## src/source/cpu_pkg.sv

```systemverilog
package cpu_pkg;

    typedef logic [31:0] word_t;    // data or address word
    typedef logic [4:0]  reg_idx_t; // register index
    typedef logic [6:0]  opcode_t;
    typedef logic [2:0]  funct3_t;

    // rv32i major opcodes that the core understands
    localparam opcode_t OPCODE_OP     = 7'b0110011;
    localparam opcode_t OPCODE_OP_IMM = 7'b0010011;
    localparam opcode_t OPCODE_LOAD   = 7'b0000011;
    localparam opcode_t OPCODE_STORE  = 7'b0100011;
    localparam opcode_t OPCODE_BRANCH = 7'b1100011;
    localparam opcode_t OPCODE_JAL    = 7'b1101111;
    localparam opcode_t OPCODE_LUI    = 7'b0110111;

    typedef enum logic [2:0] {
        OPC_ALU,
        OPC_LOAD,
        OPC_STORE,
        OPC_BRANCH,
        OPC_JAL,
        OPC_LUI,
        OPC_NONE
    } op_class_t;

    typedef struct packed {
        op_class_t op_class;
        reg_idx_t  rd;
        reg_idx_t  rs1;
        reg_idx_t  rs2;
        funct3_t   funct3;
        logic      sub;     // OP with funct7 0100000
        logic      use_imm; // second operand from imm
        word_t     imm;     // sign-extended
    } decoded_t;

    typedef struct packed {
        logic  read;
        logic  write;
        word_t adr;
        word_t wdata;
    } bus_req_t;

    typedef struct packed {
        logic     en;
        reg_idx_t rd;
        word_t    data;
    } wb_t;

    typedef enum logic [1:0] {
        ARB_IDLE,
        ARB_REQUEST,
        ARB_WAIT,
        ARB_TRANSFER
    } arb_state_t;

    typedef enum logic {
        PH_FETCH,
        PH_EXEC
    } phase_t;

endpackage

```

## src/source/alu.sv

```systemverilog
`timescale 1ns/1ps

module alu import cpu_pkg::*; (
    input  decoded_t dec_i,
    input  word_t    pc_i,
    input  word_t    rs1_data_i,
    input  word_t    rs2_data_i,
    output word_t    result_o,
    output word_t    mem_adr_o,
    output logic     branch_taken_o
);

    word_t op_b;
    word_t alu_out;

    assign op_b = dec_i.use_imm ? dec_i.imm : rs2_data_i;

    always_comb begin
        case (dec_i.funct3)
            3'b000, 3'b010: alu_out = dec_i.sub ? (rs1_data_i - op_b) : (rs1_data_i + op_b);
            3'b100:         alu_out = rs1_data_i ^ op_b;
            3'b110:         alu_out = rs1_data_i | op_b;
            3'b111:         alu_out = rs1_data_i & op_b;
            3'b001:         alu_out = rs1_data_i << op_b[4:0];
            3'b101:         alu_out = rs1_data_i >> op_b[4:0]; // logical only
            default:        alu_out = '0;
        endcase
    end

    always_comb begin
        case (dec_i.op_class)
            OPC_ALU: result_o = alu_out;
            OPC_LUI: result_o = dec_i.imm;
            OPC_JAL: result_o = pc_i + 32'd4; // link value
            default: result_o = '0;
        endcase
    end

    assign mem_adr_o = rs1_data_i + dec_i.imm;

    // compares are unsigned
    always_comb begin
        branch_taken_o = 1'b0;
        if (dec_i.op_class == OPC_JAL) begin
            branch_taken_o = 1'b1;
        end else if (dec_i.op_class == OPC_BRANCH) begin
            case (dec_i.funct3)
                3'b000:  branch_taken_o = (rs1_data_i == rs2_data_i);
                3'b001:  branch_taken_o = (rs1_data_i != rs2_data_i);
                3'b100:  branch_taken_o = (rs1_data_i < rs2_data_i);
                3'b101:  branch_taken_o = (rs1_data_i >= rs2_data_i);
                default: branch_taken_o = 1'b0;
            endcase
        end
    end

endmodule

```

## src/source/bus_arbiter.sv

```systemverilog
`timescale 1ns/1ps

module bus_arbiter import cpu_pkg::*; (
    input  logic     clk,
    input  logic     rst,
    input  bus_req_t fetch_req_i,
    input  bus_req_t lsu_req_i,
    input  logic     bus_full_i,
    input  word_t    bus_rdata_i,
    output bus_req_t bus_o,
    output logic     fetch_done_o,
    output logic     lsu_done_o,
    output word_t    rdata_o
);

    arb_state_t state, next_state;
    logic       owner_lsu;  // 1 when data side holds the grant
    bus_req_t   gnt_req;    // latched request of the owner
    logic       fetch_pend, lsu_pend;
    logic       xfer;

    assign fetch_pend = fetch_req_i.read || fetch_req_i.write;
    assign lsu_pend   = lsu_req_i.read || lsu_req_i.write;
    assign xfer       = (state == ARB_TRANSFER);

    always_comb begin
        next_state = state;
        case (state)
            ARB_IDLE: begin
                if (fetch_pend || lsu_pend) begin
                    next_state = ARB_REQUEST;
                end
            end
            ARB_REQUEST: next_state = bus_full_i ? ARB_WAIT : ARB_TRANSFER;
            ARB_WAIT:    next_state = bus_full_i ? ARB_WAIT : ARB_TRANSFER;
            ARB_TRANSFER: next_state = ARB_IDLE; // bus_full ignored here
            default:     next_state = ARB_IDLE;
        endcase
    end

    always_ff @(posedge clk or posedge rst) begin
        if (rst) begin
            state     <= ARB_IDLE;
            owner_lsu <= 1'b0;
        end else begin
            state <= next_state;
            if (state == ARB_IDLE && (fetch_pend || lsu_pend)) begin
                owner_lsu <= lsu_pend; // data wins a tie
            end
        end
    end

    always_ff @(posedge clk) begin
        if (state == ARB_IDLE) begin
            gnt_req <= lsu_pend ? lsu_req_i : fetch_req_i;
        end
    end

    // bus only carries the request in the transfer cycle
    always_comb begin
        bus_o = '0;
        if (xfer) begin
            bus_o = gnt_req;
        end
    end

    assign fetch_done_o = xfer && !owner_lsu;
    assign lsu_done_o   = xfer && owner_lsu;
    assign rdata_o      = (xfer && gnt_req.read) ? bus_rdata_i : '0;

endmodule

```

## src/source/cpu_core.sv

```systemverilog
`timescale 1ns/1ps

module cpu_core import cpu_pkg::*; #(
    parameter word_t RESET_PC = '0
) (
    input  logic     clk,
    input  logic     rst,
    output bus_req_t bus_o,
    input  word_t    bus_rdata_i,
    input  logic     bus_full_i
);

    bus_req_t fetch_req, lsu_req;
    logic     fetch_done, lsu_done;
    word_t    arb_rdata;
    word_t    instr, pc;
    logic     instr_valid;
    decoded_t dec;
    word_t    rs1_data, rs2_data;
    word_t    alu_result, mem_adr;
    logic     branch_taken;
    logic     retire;
    wb_t      wb;

    fetch_unit #(
        .RESET_PC(RESET_PC)
    ) fetch0 (
        .clk(clk),
        .rst(rst),
        .fetch_req_o(fetch_req),
        .fetch_done_i(fetch_done),
        .rdata_i(arb_rdata),
        .retire_i(retire),
        .branch_taken_i(branch_taken),
        .imm_i(dec.imm),
        .instr_o(instr),
        .pc_o(pc),
        .instr_valid_o(instr_valid)
    );

    instr_decoder dec0 (
        .instr_i(instr),
        .dec_o(dec)
    );

    register_file rf0 (
        .clk(clk),
        .rst(rst),
        .rs1_i(dec.rs1),
        .rs2_i(dec.rs2),
        .wb_i(wb),
        .rs1_data_o(rs1_data),
        .rs2_data_o(rs2_data)
    );

    alu alu0 (
        .dec_i(dec),
        .pc_i(pc),
        .rs1_data_i(rs1_data),
        .rs2_data_i(rs2_data),
        .result_o(alu_result),
        .mem_adr_o(mem_adr),
        .branch_taken_o(branch_taken)
    );

    load_store_unit lsu0 (
        .clk(clk),
        .rst(rst),
        .instr_valid_i(instr_valid),
        .dec_i(dec),
        .mem_adr_i(mem_adr),
        .store_data_i(rs2_data), // sw stores rs2
        .result_i(alu_result),
        .lsu_req_o(lsu_req),
        .lsu_done_i(lsu_done),
        .rdata_i(arb_rdata),
        .retire_o(retire),
        .wb_o(wb)
    );

    bus_arbiter arb0 (
        .clk(clk),
        .rst(rst),
        .fetch_req_i(fetch_req),
        .lsu_req_i(lsu_req),
        .bus_full_i(bus_full_i),
        .bus_rdata_i(bus_rdata_i),
        .bus_o(bus_o),
        .fetch_done_o(fetch_done),
        .lsu_done_o(lsu_done),
        .rdata_o(arb_rdata)
    );

endmodule

```

## src/source/fetch_unit.sv

```systemverilog
`timescale 1ns/1ps

module fetch_unit import cpu_pkg::*; #(
    parameter word_t RESET_PC = '0
) (
    input  logic     clk,
    input  logic     rst,
    output bus_req_t fetch_req_o,
    input  logic     fetch_done_i,
    input  word_t    rdata_i,
    input  logic     retire_i,
    input  logic     branch_taken_i,
    input  word_t    imm_i,
    output word_t    instr_o,
    output word_t    pc_o,
    output logic     instr_valid_o
);

    phase_t phase;
    word_t  pc;
    word_t  ir;      // instruction register
    word_t  next_pc;

    // branch and jal targets are relative to the current pc
    assign next_pc = branch_taken_i ? (pc + imm_i) : (pc + 32'd4);

    always_ff @(posedge clk or posedge rst) begin
        if (rst) begin
            phase <= PH_FETCH;
            pc    <= RESET_PC;
        end else begin
            case (phase)
                PH_FETCH: begin
                    if (fetch_done_i) begin
                        phase <= PH_EXEC;
                    end
                end
                PH_EXEC: begin
                    if (retire_i) begin
                        pc    <= next_pc;
                        phase <= PH_FETCH;
                    end
                end
                default: phase <= PH_FETCH;
            endcase
        end
    end

    // instruction register loads when the fetch completes
    always_ff @(posedge clk) begin
        if (phase == PH_FETCH && fetch_done_i) begin
            ir <= rdata_i;
        end
    end

    always_comb begin
        fetch_req_o       = '0;
        fetch_req_o.read  = (phase == PH_FETCH); // held until done
        fetch_req_o.adr   = pc;
    end

    assign instr_o       = ir;
    assign pc_o          = pc;
    assign instr_valid_o = (phase == PH_EXEC);

endmodule

```

## src/source/instr_decoder.sv

```systemverilog
`timescale 1ns/1ps

module instr_decoder import cpu_pkg::*; (
    input  word_t    instr_i,
    output decoded_t dec_o
);

    opcode_t opcode;
    word_t   imm_i_fmt, imm_s_fmt, imm_b_fmt, imm_j_fmt, imm_u_fmt;

    assign opcode = instr_i[6:0];

    // sign-extended immediates per format
    assign imm_i_fmt = {{20{instr_i[31]}}, instr_i[31:20]};
    assign imm_s_fmt = {{20{instr_i[31]}}, instr_i[31:25], instr_i[11:7]};
    assign imm_b_fmt = {{19{instr_i[31]}}, instr_i[31], instr_i[7],
                        instr_i[30:25], instr_i[11:8], 1'b0};
    assign imm_j_fmt = {{11{instr_i[31]}}, instr_i[31], instr_i[19:12],
                        instr_i[20], instr_i[30:21], 1'b0};
    assign imm_u_fmt = {instr_i[31:12], 12'b0};

    always_comb begin
        dec_o          = '0;
        dec_o.rd       = instr_i[11:7];
        dec_o.rs1      = instr_i[19:15];
        dec_o.rs2      = instr_i[24:20];
        dec_o.funct3   = instr_i[14:12];
        dec_o.op_class = OPC_NONE; // unknown opcodes retire quietly
        case (opcode)
            OPCODE_OP: begin
                dec_o.op_class = OPC_ALU;
                dec_o.sub      = (instr_i[31:25] == 7'b0100000);
            end
            OPCODE_OP_IMM: begin
                dec_o.op_class = OPC_ALU;
                dec_o.use_imm  = 1'b1;
                dec_o.imm      = imm_i_fmt;
            end
            OPCODE_LOAD: begin
                dec_o.op_class = OPC_LOAD;
                dec_o.use_imm  = 1'b1;
                dec_o.imm      = imm_i_fmt;
            end
            OPCODE_STORE: begin
                dec_o.op_class = OPC_STORE;
                dec_o.use_imm  = 1'b1;
                dec_o.imm      = imm_s_fmt;
            end
            OPCODE_BRANCH: begin
                dec_o.op_class = OPC_BRANCH;
                dec_o.imm      = imm_b_fmt; // compare uses rs2
            end
            OPCODE_JAL: begin
                dec_o.op_class = OPC_JAL;
                dec_o.use_imm  = 1'b1;
                dec_o.imm      = imm_j_fmt;
            end
            OPCODE_LUI: begin
                dec_o.op_class = OPC_LUI;
                dec_o.use_imm  = 1'b1;
                dec_o.imm      = imm_u_fmt;
            end
            default: ;
        endcase
    end

endmodule

```

## src/source/load_store_unit.sv

```systemverilog
`timescale 1ns/1ps

module load_store_unit import cpu_pkg::*; (
    input  logic     clk,
    input  logic     rst,
    input  logic     instr_valid_i,
    input  decoded_t dec_i,
    input  word_t    mem_adr_i,
    input  word_t    store_data_i,
    input  word_t    result_i,
    output bus_req_t lsu_req_o,
    input  logic     lsu_done_i,
    input  word_t    rdata_i,
    output logic     retire_o,
    output wb_t      wb_o
);

    logic is_load, is_store, is_mem;
    logic busy;   // access open until done
    logic start;  // first exec cycle of a load or store
    logic active;
    logic writes_rd;

    assign is_load  = (dec_i.op_class == OPC_LOAD);
    assign is_store = (dec_i.op_class == OPC_STORE);
    assign is_mem   = is_load || is_store;
    assign start    = instr_valid_i && is_mem && !busy;
    assign active   = start || busy;

    always_ff @(posedge clk or posedge rst) begin
        if (rst) begin
            busy <= 1'b0;
        end else if (lsu_done_i) begin
            busy <= 1'b0;
        end else if (start) begin
            busy <= 1'b1;
        end
    end

    always_comb begin
        lsu_req_o       = '0;
        lsu_req_o.read  = active && is_load;
        lsu_req_o.write = active && is_store;
        lsu_req_o.adr   = mem_adr_i;
        lsu_req_o.wdata = store_data_i;
    end

    // memory ops wait for the bus, everything else finishes at once
    assign retire_o = instr_valid_i && (is_mem ? lsu_done_i : 1'b1);

    assign writes_rd = (dec_i.op_class == OPC_ALU) || (dec_i.op_class == OPC_LOAD) ||
                       (dec_i.op_class == OPC_JAL) || (dec_i.op_class == OPC_LUI);

    assign wb_o.en   = retire_o && writes_rd;
    assign wb_o.rd   = dec_i.rd;
    assign wb_o.data = is_load ? rdata_i : result_i;

endmodule

```

## src/source/register_file.sv

```systemverilog
`timescale 1ns/1ps

module register_file import cpu_pkg::*; (
    input  logic     clk,
    input  logic     rst,
    input  reg_idx_t rs1_i,
    input  reg_idx_t rs2_i,
    input  wb_t      wb_i,
    output word_t    rs1_data_o,
    output word_t    rs2_data_o
);

    word_t regs [0:31];

    always_ff @(posedge clk or posedge rst) begin
        if (rst) begin
            for (int i = 0; i < 32; i++) begin
                regs[i] <= '0;
            end
        end else if (wb_i.en && wb_i.rd != 5'd0) begin // x0 stays zero
            regs[wb_i.rd] <= wb_i.data;
        end
    end

    assign rs1_data_o = regs[rs1_i];
    assign rs2_data_o = regs[rs2_i];

endmodule

```

## config.mk

```make
export PLATFORM = sky130hd
export DESIGN_NAME = cpu_core
export DESIGN_NICKNAME = d
export VERILOG_FILES = /design/src/source/cpu_pkg.sv /design/src/source/alu.sv /design/src/source/bus_arbiter.sv /design/src/source/cpu_core.sv /design/src/source/fetch_unit.sv /design/src/source/instr_decoder.sv /design/src/source/load_store_unit.sv /design/src/source/register_file.sv
export SDC_FILE = /design/constraint.sdc
export NUM_CORES = 2
export LEC_CHECK = 0
export BUFFER_PORTS_ARGS = -buffer_cell sky130_fd_sc_hd__buf_2
export CAP_MARGIN = 20
export CORE_ASPECT_RATIO = 1.5
export CORE_MARGIN = 2
export CORE_UTILIZATION = 30
export CTS_CLUSTER_DIAMETER = 200
export DETAILED_ROUTE_END_ITERATION = 12
export PLACE_DENSITY = 0.46
export SKIP_LAST_GASP = 1
export SYNTH_ARGS = -nofsm -noshare
export SYNTH_HDL_FRONTEND = slang
export SYNTH_SLANG_ARGS = --single-unit
```

## constraint.sdc

```tcl
create_clock -name clk -period 37.9 [get_ports clk]
set_input_delay 7.58 -clock clk [delete_from_list [all_inputs] [get_ports clk]]
set_output_delay 7.58 -clock clk [all_outputs]
set_load 0.005 [all_outputs]
```

==> impl_table.tex <==
\begin{tabular}{lr}
\hline
Metric & Value \\
\hline
\multicolumn{2}{l}{\textbf{Clock network}} \\
\quad Number of CTS-inserted buffers & 113 \\
\quad CTS tree & yes \\
\quad Max clock buf depth & 3 \\
\quad CTS clock-pin slew for the worst setup and hold paths & 70 ps \\
\quad Number of sinks driven by the clock tree & 1,159 \\
\quad Buffer count from post-CTS setup fixing & 0 \\
\quad CTS H-tree lvls & 3 \\
\quad Root buffer selected by CTS & clkbuf\_16 \\
\quad Hold buffer count at CTS & 0 \\
\quad Post-cts gate resize count & 0 \\
\quad Clock Latency Late Sink & 800 ps \\
\multicolumn{2}{l}{\textbf{Layout}} \\
\quad Signed area change from the synthesized netlist to the final layout & 11.28\% \\
\quad Commonest non-fill, non-tap cell in the layout & dfrtp\_1 \\
\quad Share of final-layout standard cells stronger than drive strength 1 & 23.15\% \\
\quad Finished Cell Area & 83,050 um\^{}2 \\
\quad Final design utilization & 33.52\% \\
\quad Top library cells by usage in the layout, fill and taps aside & dfrtp\_1 (1,061), nand2\_1 (646), mux2\_2 (641) \\
\quad Final-stage net count & 7,194 \\
\multicolumn{2}{l}{\textbf{Die}} \\
\quad Core Rows & 224 \\
\quad Chip width & 411.2 um \\
\quad Boundary Pins & 101 \\
\quad Area of the die & 252,900 um\^{}2 \\
\quad Standard cell core area & 247,800 um\^{}2 \\
\quad Effective utilization at floorplan & 30.12\% \\
\quad Vertical die dimension & 614.9 um \\
\multicolumn{2}{l}{\textbf{Synthesis}} \\
\quad Synth top area share & 35.57\% \\
\quad Largest family of logic cells by synthesized area & multiplexers \\
\quad Multiplexer area fraction after synthesis & 25.27\% \\
\quad Number of standard cells after synthesis & 7,114 \\
\quad Seq/Total Area, Yosys & 39.52\% \\
\quad Cell taking the most area after synthesis & dfrtp\_1 \\
\quad Synth async-reset ratio & 91.54\% \\
\quad Area contributors post-synth & dfrtp\_1 (36\%), mux2\_2 (9.7\%), mux2i\_1 (8.2\%) \\
\quad Mapped Area & 74,630 um\^{}2 \\
\quad Main flop type after synthesis & dfrtp\_1 \\
\quad Mean area per synthesized cell & 10.49 um\^{}2 \\
\quad Total of warnings raised by yosys & 0 \\
\quad Post-Syn Nets & 7,351 \\
\quad Post-Synth XOR/XNOR Area & 1.514\% \\
\quad Post-Synth Simple-Gate Area & 9.737\% \\
\quad Distinct cell type count of the synthesized netlist & 104 \\
\quad Yosys reg bits & 1,159 \\
\quad Compound-Gate Fraction of Synth Area & 15.82\% \\
\quad Number of flops mapped to enable cells by yosys & 98 \\
\quad Adder-cell share of the synthesized area & 3.417\% \\
\multicolumn{2}{l}{\textbf{Pwr}} \\
\quad IR drop worst, VDD & 73.60 uV \\
\quad Net switching power & 3.017 mW \\
\quad Proportion of power drawn by combinational gates & 55.5\% \\
\quad Leakage power summed over all cells & 35.72 nW \\
\quad Net Sw Frac & 49.74\% \\
\quad Internal power summed over all cells & 3.049 mW \\
\quad Sequential group share of total power & 24.8\% \\
\quad Clk pwr share & 19.7\% \\
\quad Power per cell area & 73.04 nW/um\^{}2 \\
\multicolumn{2}{l}{\textbf{Detailed routing}} \\
\quad Remaining antenna violation count & 0 \\
\quad Vias per cell & 6.002 \\
\quad Initial detailed-routing violation count & 6,135 \\
\quad Number of vias in the routed layout & 62,060 \\
\quad Residual DRC & 0 \\
\quad Final routed wirelength across all metal layers & 360,000 um \\
\quad Detailed-routing iteration count for the pre-antenna-repair pass & 6 \\
\quad Routed wirelength normalized by instance count & 34.81 um \\
\multicolumn{2}{l}{\textbf{Setup path}} \\
\quad Data required time of the critical path & 38,600 ps \\
\quad Endpoint arrival time on the critical path & 11,400 ps \\
\quad Category of the worst setup path launch point & register \\
\quad Type of the worst setup path & register to register \\
\quad CP max FO & 76 \\
\quad Capturing element type of the critical path & register \\
\multicolumn{2}{l}{\textbf{Global route}} \\
\quad Total gr overflow & 0 \\
\quad Vias in the first global route & 62,560 \\
\quad Largest net degree at the start of global routing & 151 \\
\quad First-pass GRT wire length & 499,900 um \\
\quad Initial antenna violation count & 11 \\
\quad Global-route usage over all layers & 27.84\% \\
\multicolumn{2}{l}{\textbf{Worst hold path}} \\
\quad Path class of the lowest-slack min-delay path & register to register \\
\multicolumn{2}{l}{\textbf{STA}} \\
\quad Final setup violating endpoints & 0 \\
\quad Number of pins exceeding their max-slew limit in the final report & 0 \\
\quad Final Critical Period & 10,710 ps \\
\quad Slew HR & 13.86\% \\
\quad Post-route fraction of the period consumed by the critical path & 28.25\% \\
\quad Final number of hold-violating endpoints & 0 \\
\quad Worst clock skew & 51.39 ps \\
\quad Worst-Margin Slew & 1282 ps \\
\quad Final setup TNS & 0 ps \\
\quad RSZ-0062 raised after global routing & no \\
\quad Max frequency & 93.40 MHz \\
\multicolumn{2}{l}{\textbf{Place}} \\
\quad Port bufs & 100 \\
\quad Estimated wirelength of the detail-placed design & 247,200 um \\
\quad Instance area at placement & 79,090 um\^{}2 \\
\quad Routability Congestion & 1.003 \\
\multicolumn{2}{l}{\textbf{Flow run}} \\
\quad Number of max-cap violations & 0 \\
\multicolumn{2}{l}{\textbf{Status}} \\
\quad Run status & complete, no violations \\
\hline
\end{tabular}
[critical path, stage by stage, from the launching register on]
cell and delay, ps:
edfxtp_1 830, buf_4 700, buf_12 510, buf_4 800
mux2i_1 280, a22oi_1 110, a21oi_1 180, or4_1 450
mux2_2 670, nand3_1 570, nor3_1 660, a41oi_1 440
a21oi_1 540, o21ai_0 220, xnor2_1 170, ha_1 380
nand2_1 90, nor3_1 340, nor4b_1 790, nor3_1 170
xnor2_1 190, nand2_1 120, a31oi_4 810, mux2_2 310
[routing by layer]
metal / part of all wire (%) / vias up / global-route usage (%)
met5: 0.0094 / - / 0
met4: 9.6 / 4 / 22.58
met3: 5.9 / 1082 / 4.806
met2: 48 / 2745 / 46.51
met1: 36 / 32020 / 31.01
li1: - / 26210 / -
[through the flow]
| step | hold WS (ps) | total power [mW] | cells | setup slack (ps) |
|---|---|---|---|---|
| 2_1_floorplan | 445.1 | 3.407 | 7114 | 454.5 |
| 3_3_place_gp | 381.1 | 4.779 | 10110 | 26000 |
| 3_5_place_dp | 388.1 | 4.784 | 10110 | 25910 |
| 4_1_cts | 402.3 | 5.997 | 10320 | 26740 |
| 5_1_grt | 412.5 | 6.269 | 10330 | 26720 |
| 6_report | 403.0 | 6.066 | 10340 | 27190 |
[synthesized netlist by cell type (all sizes together) (43+ instances only)]
cell type,n
a22oi,300
nor2,322
buf,213
a22o,63
clkbuf,432
o21ai,502
and2,94
ha,199
nand3,169
mux2i,613
o211ai,64
nor3,56
inv,134
a21oi,343
nand2,655
dfrtp,1061
xnor2,94
a21o,69
a211oi,97
mux2,641
edfxtp,98
and3,63
a221oi,55
mux4,243
o31ai,43
[worst paths after layout]
| check | depth (start not counted) | slack, ps | startpoint | end |
|---|---|---|---|---|
| worst max register to register | 23 | 27190 | fetch0.instr_o[20] | rf0.regs[250] |
| max in group asynchronous | 7 | 27220 | rst | rf0.regs[62] |
| worst min-delay path | 0 | 400 | rf0.regs[1017] | rf0.regs[1017] |
| worst min register to register | 0 | 400 | rf0.regs[1017] | rf0.regs[1017] |
| min in group asynchronous | 2 | 6850 | rst | rf0.regs[265] |
| worst max-delay path | 23 | 27190 | fetch0.instr_o[20] | rf0.regs[250] |
[cell families after synthesis]
logic type / Yosys count
buf+inv: 781
compound gates: 1782
flops: 1159
simple gates: 1564
mux: 1497
fa+ha+maj: 202
xor+xnor: 129
[power groups by stage]
stage               registers, mW  logic (mW)  clock network (mW)
global placement             1.52        3.26                   0
detailed placement           1.52        3.26                   0
finish                       1.50        3.37                1.20
CTS                          1.50        3.28                1.22
global route                 1.51        3.49                1.26
floorplan                    1.46        1.94                   0
[registers in the layout, indices dropped and copies added, names as in the netlist]
register              flops
arb0.state                2
arb0.owner_lsu            1
rf0.regs               1024
fetch0.instr_valid_o      1
fetch0.instr_o           32
lsu0.busy                 1
arb0.gnt_req             66
fetch0.pc_o              32
[final cells by class]
class | instances | area [um^2]
inverter | 136 | 519.2
antenna | 14 | 35.03
tap | 3277 | 4100
multi-input combinational | 5174 | 42370
sequential | 1159 | 29490
fill | 25090 | 164700
clock buffer | 170 | 3407
clock inverter | 37 | 380.4
timing repair buffer | 373 | 2745
(Power assumes the default switching activity.)
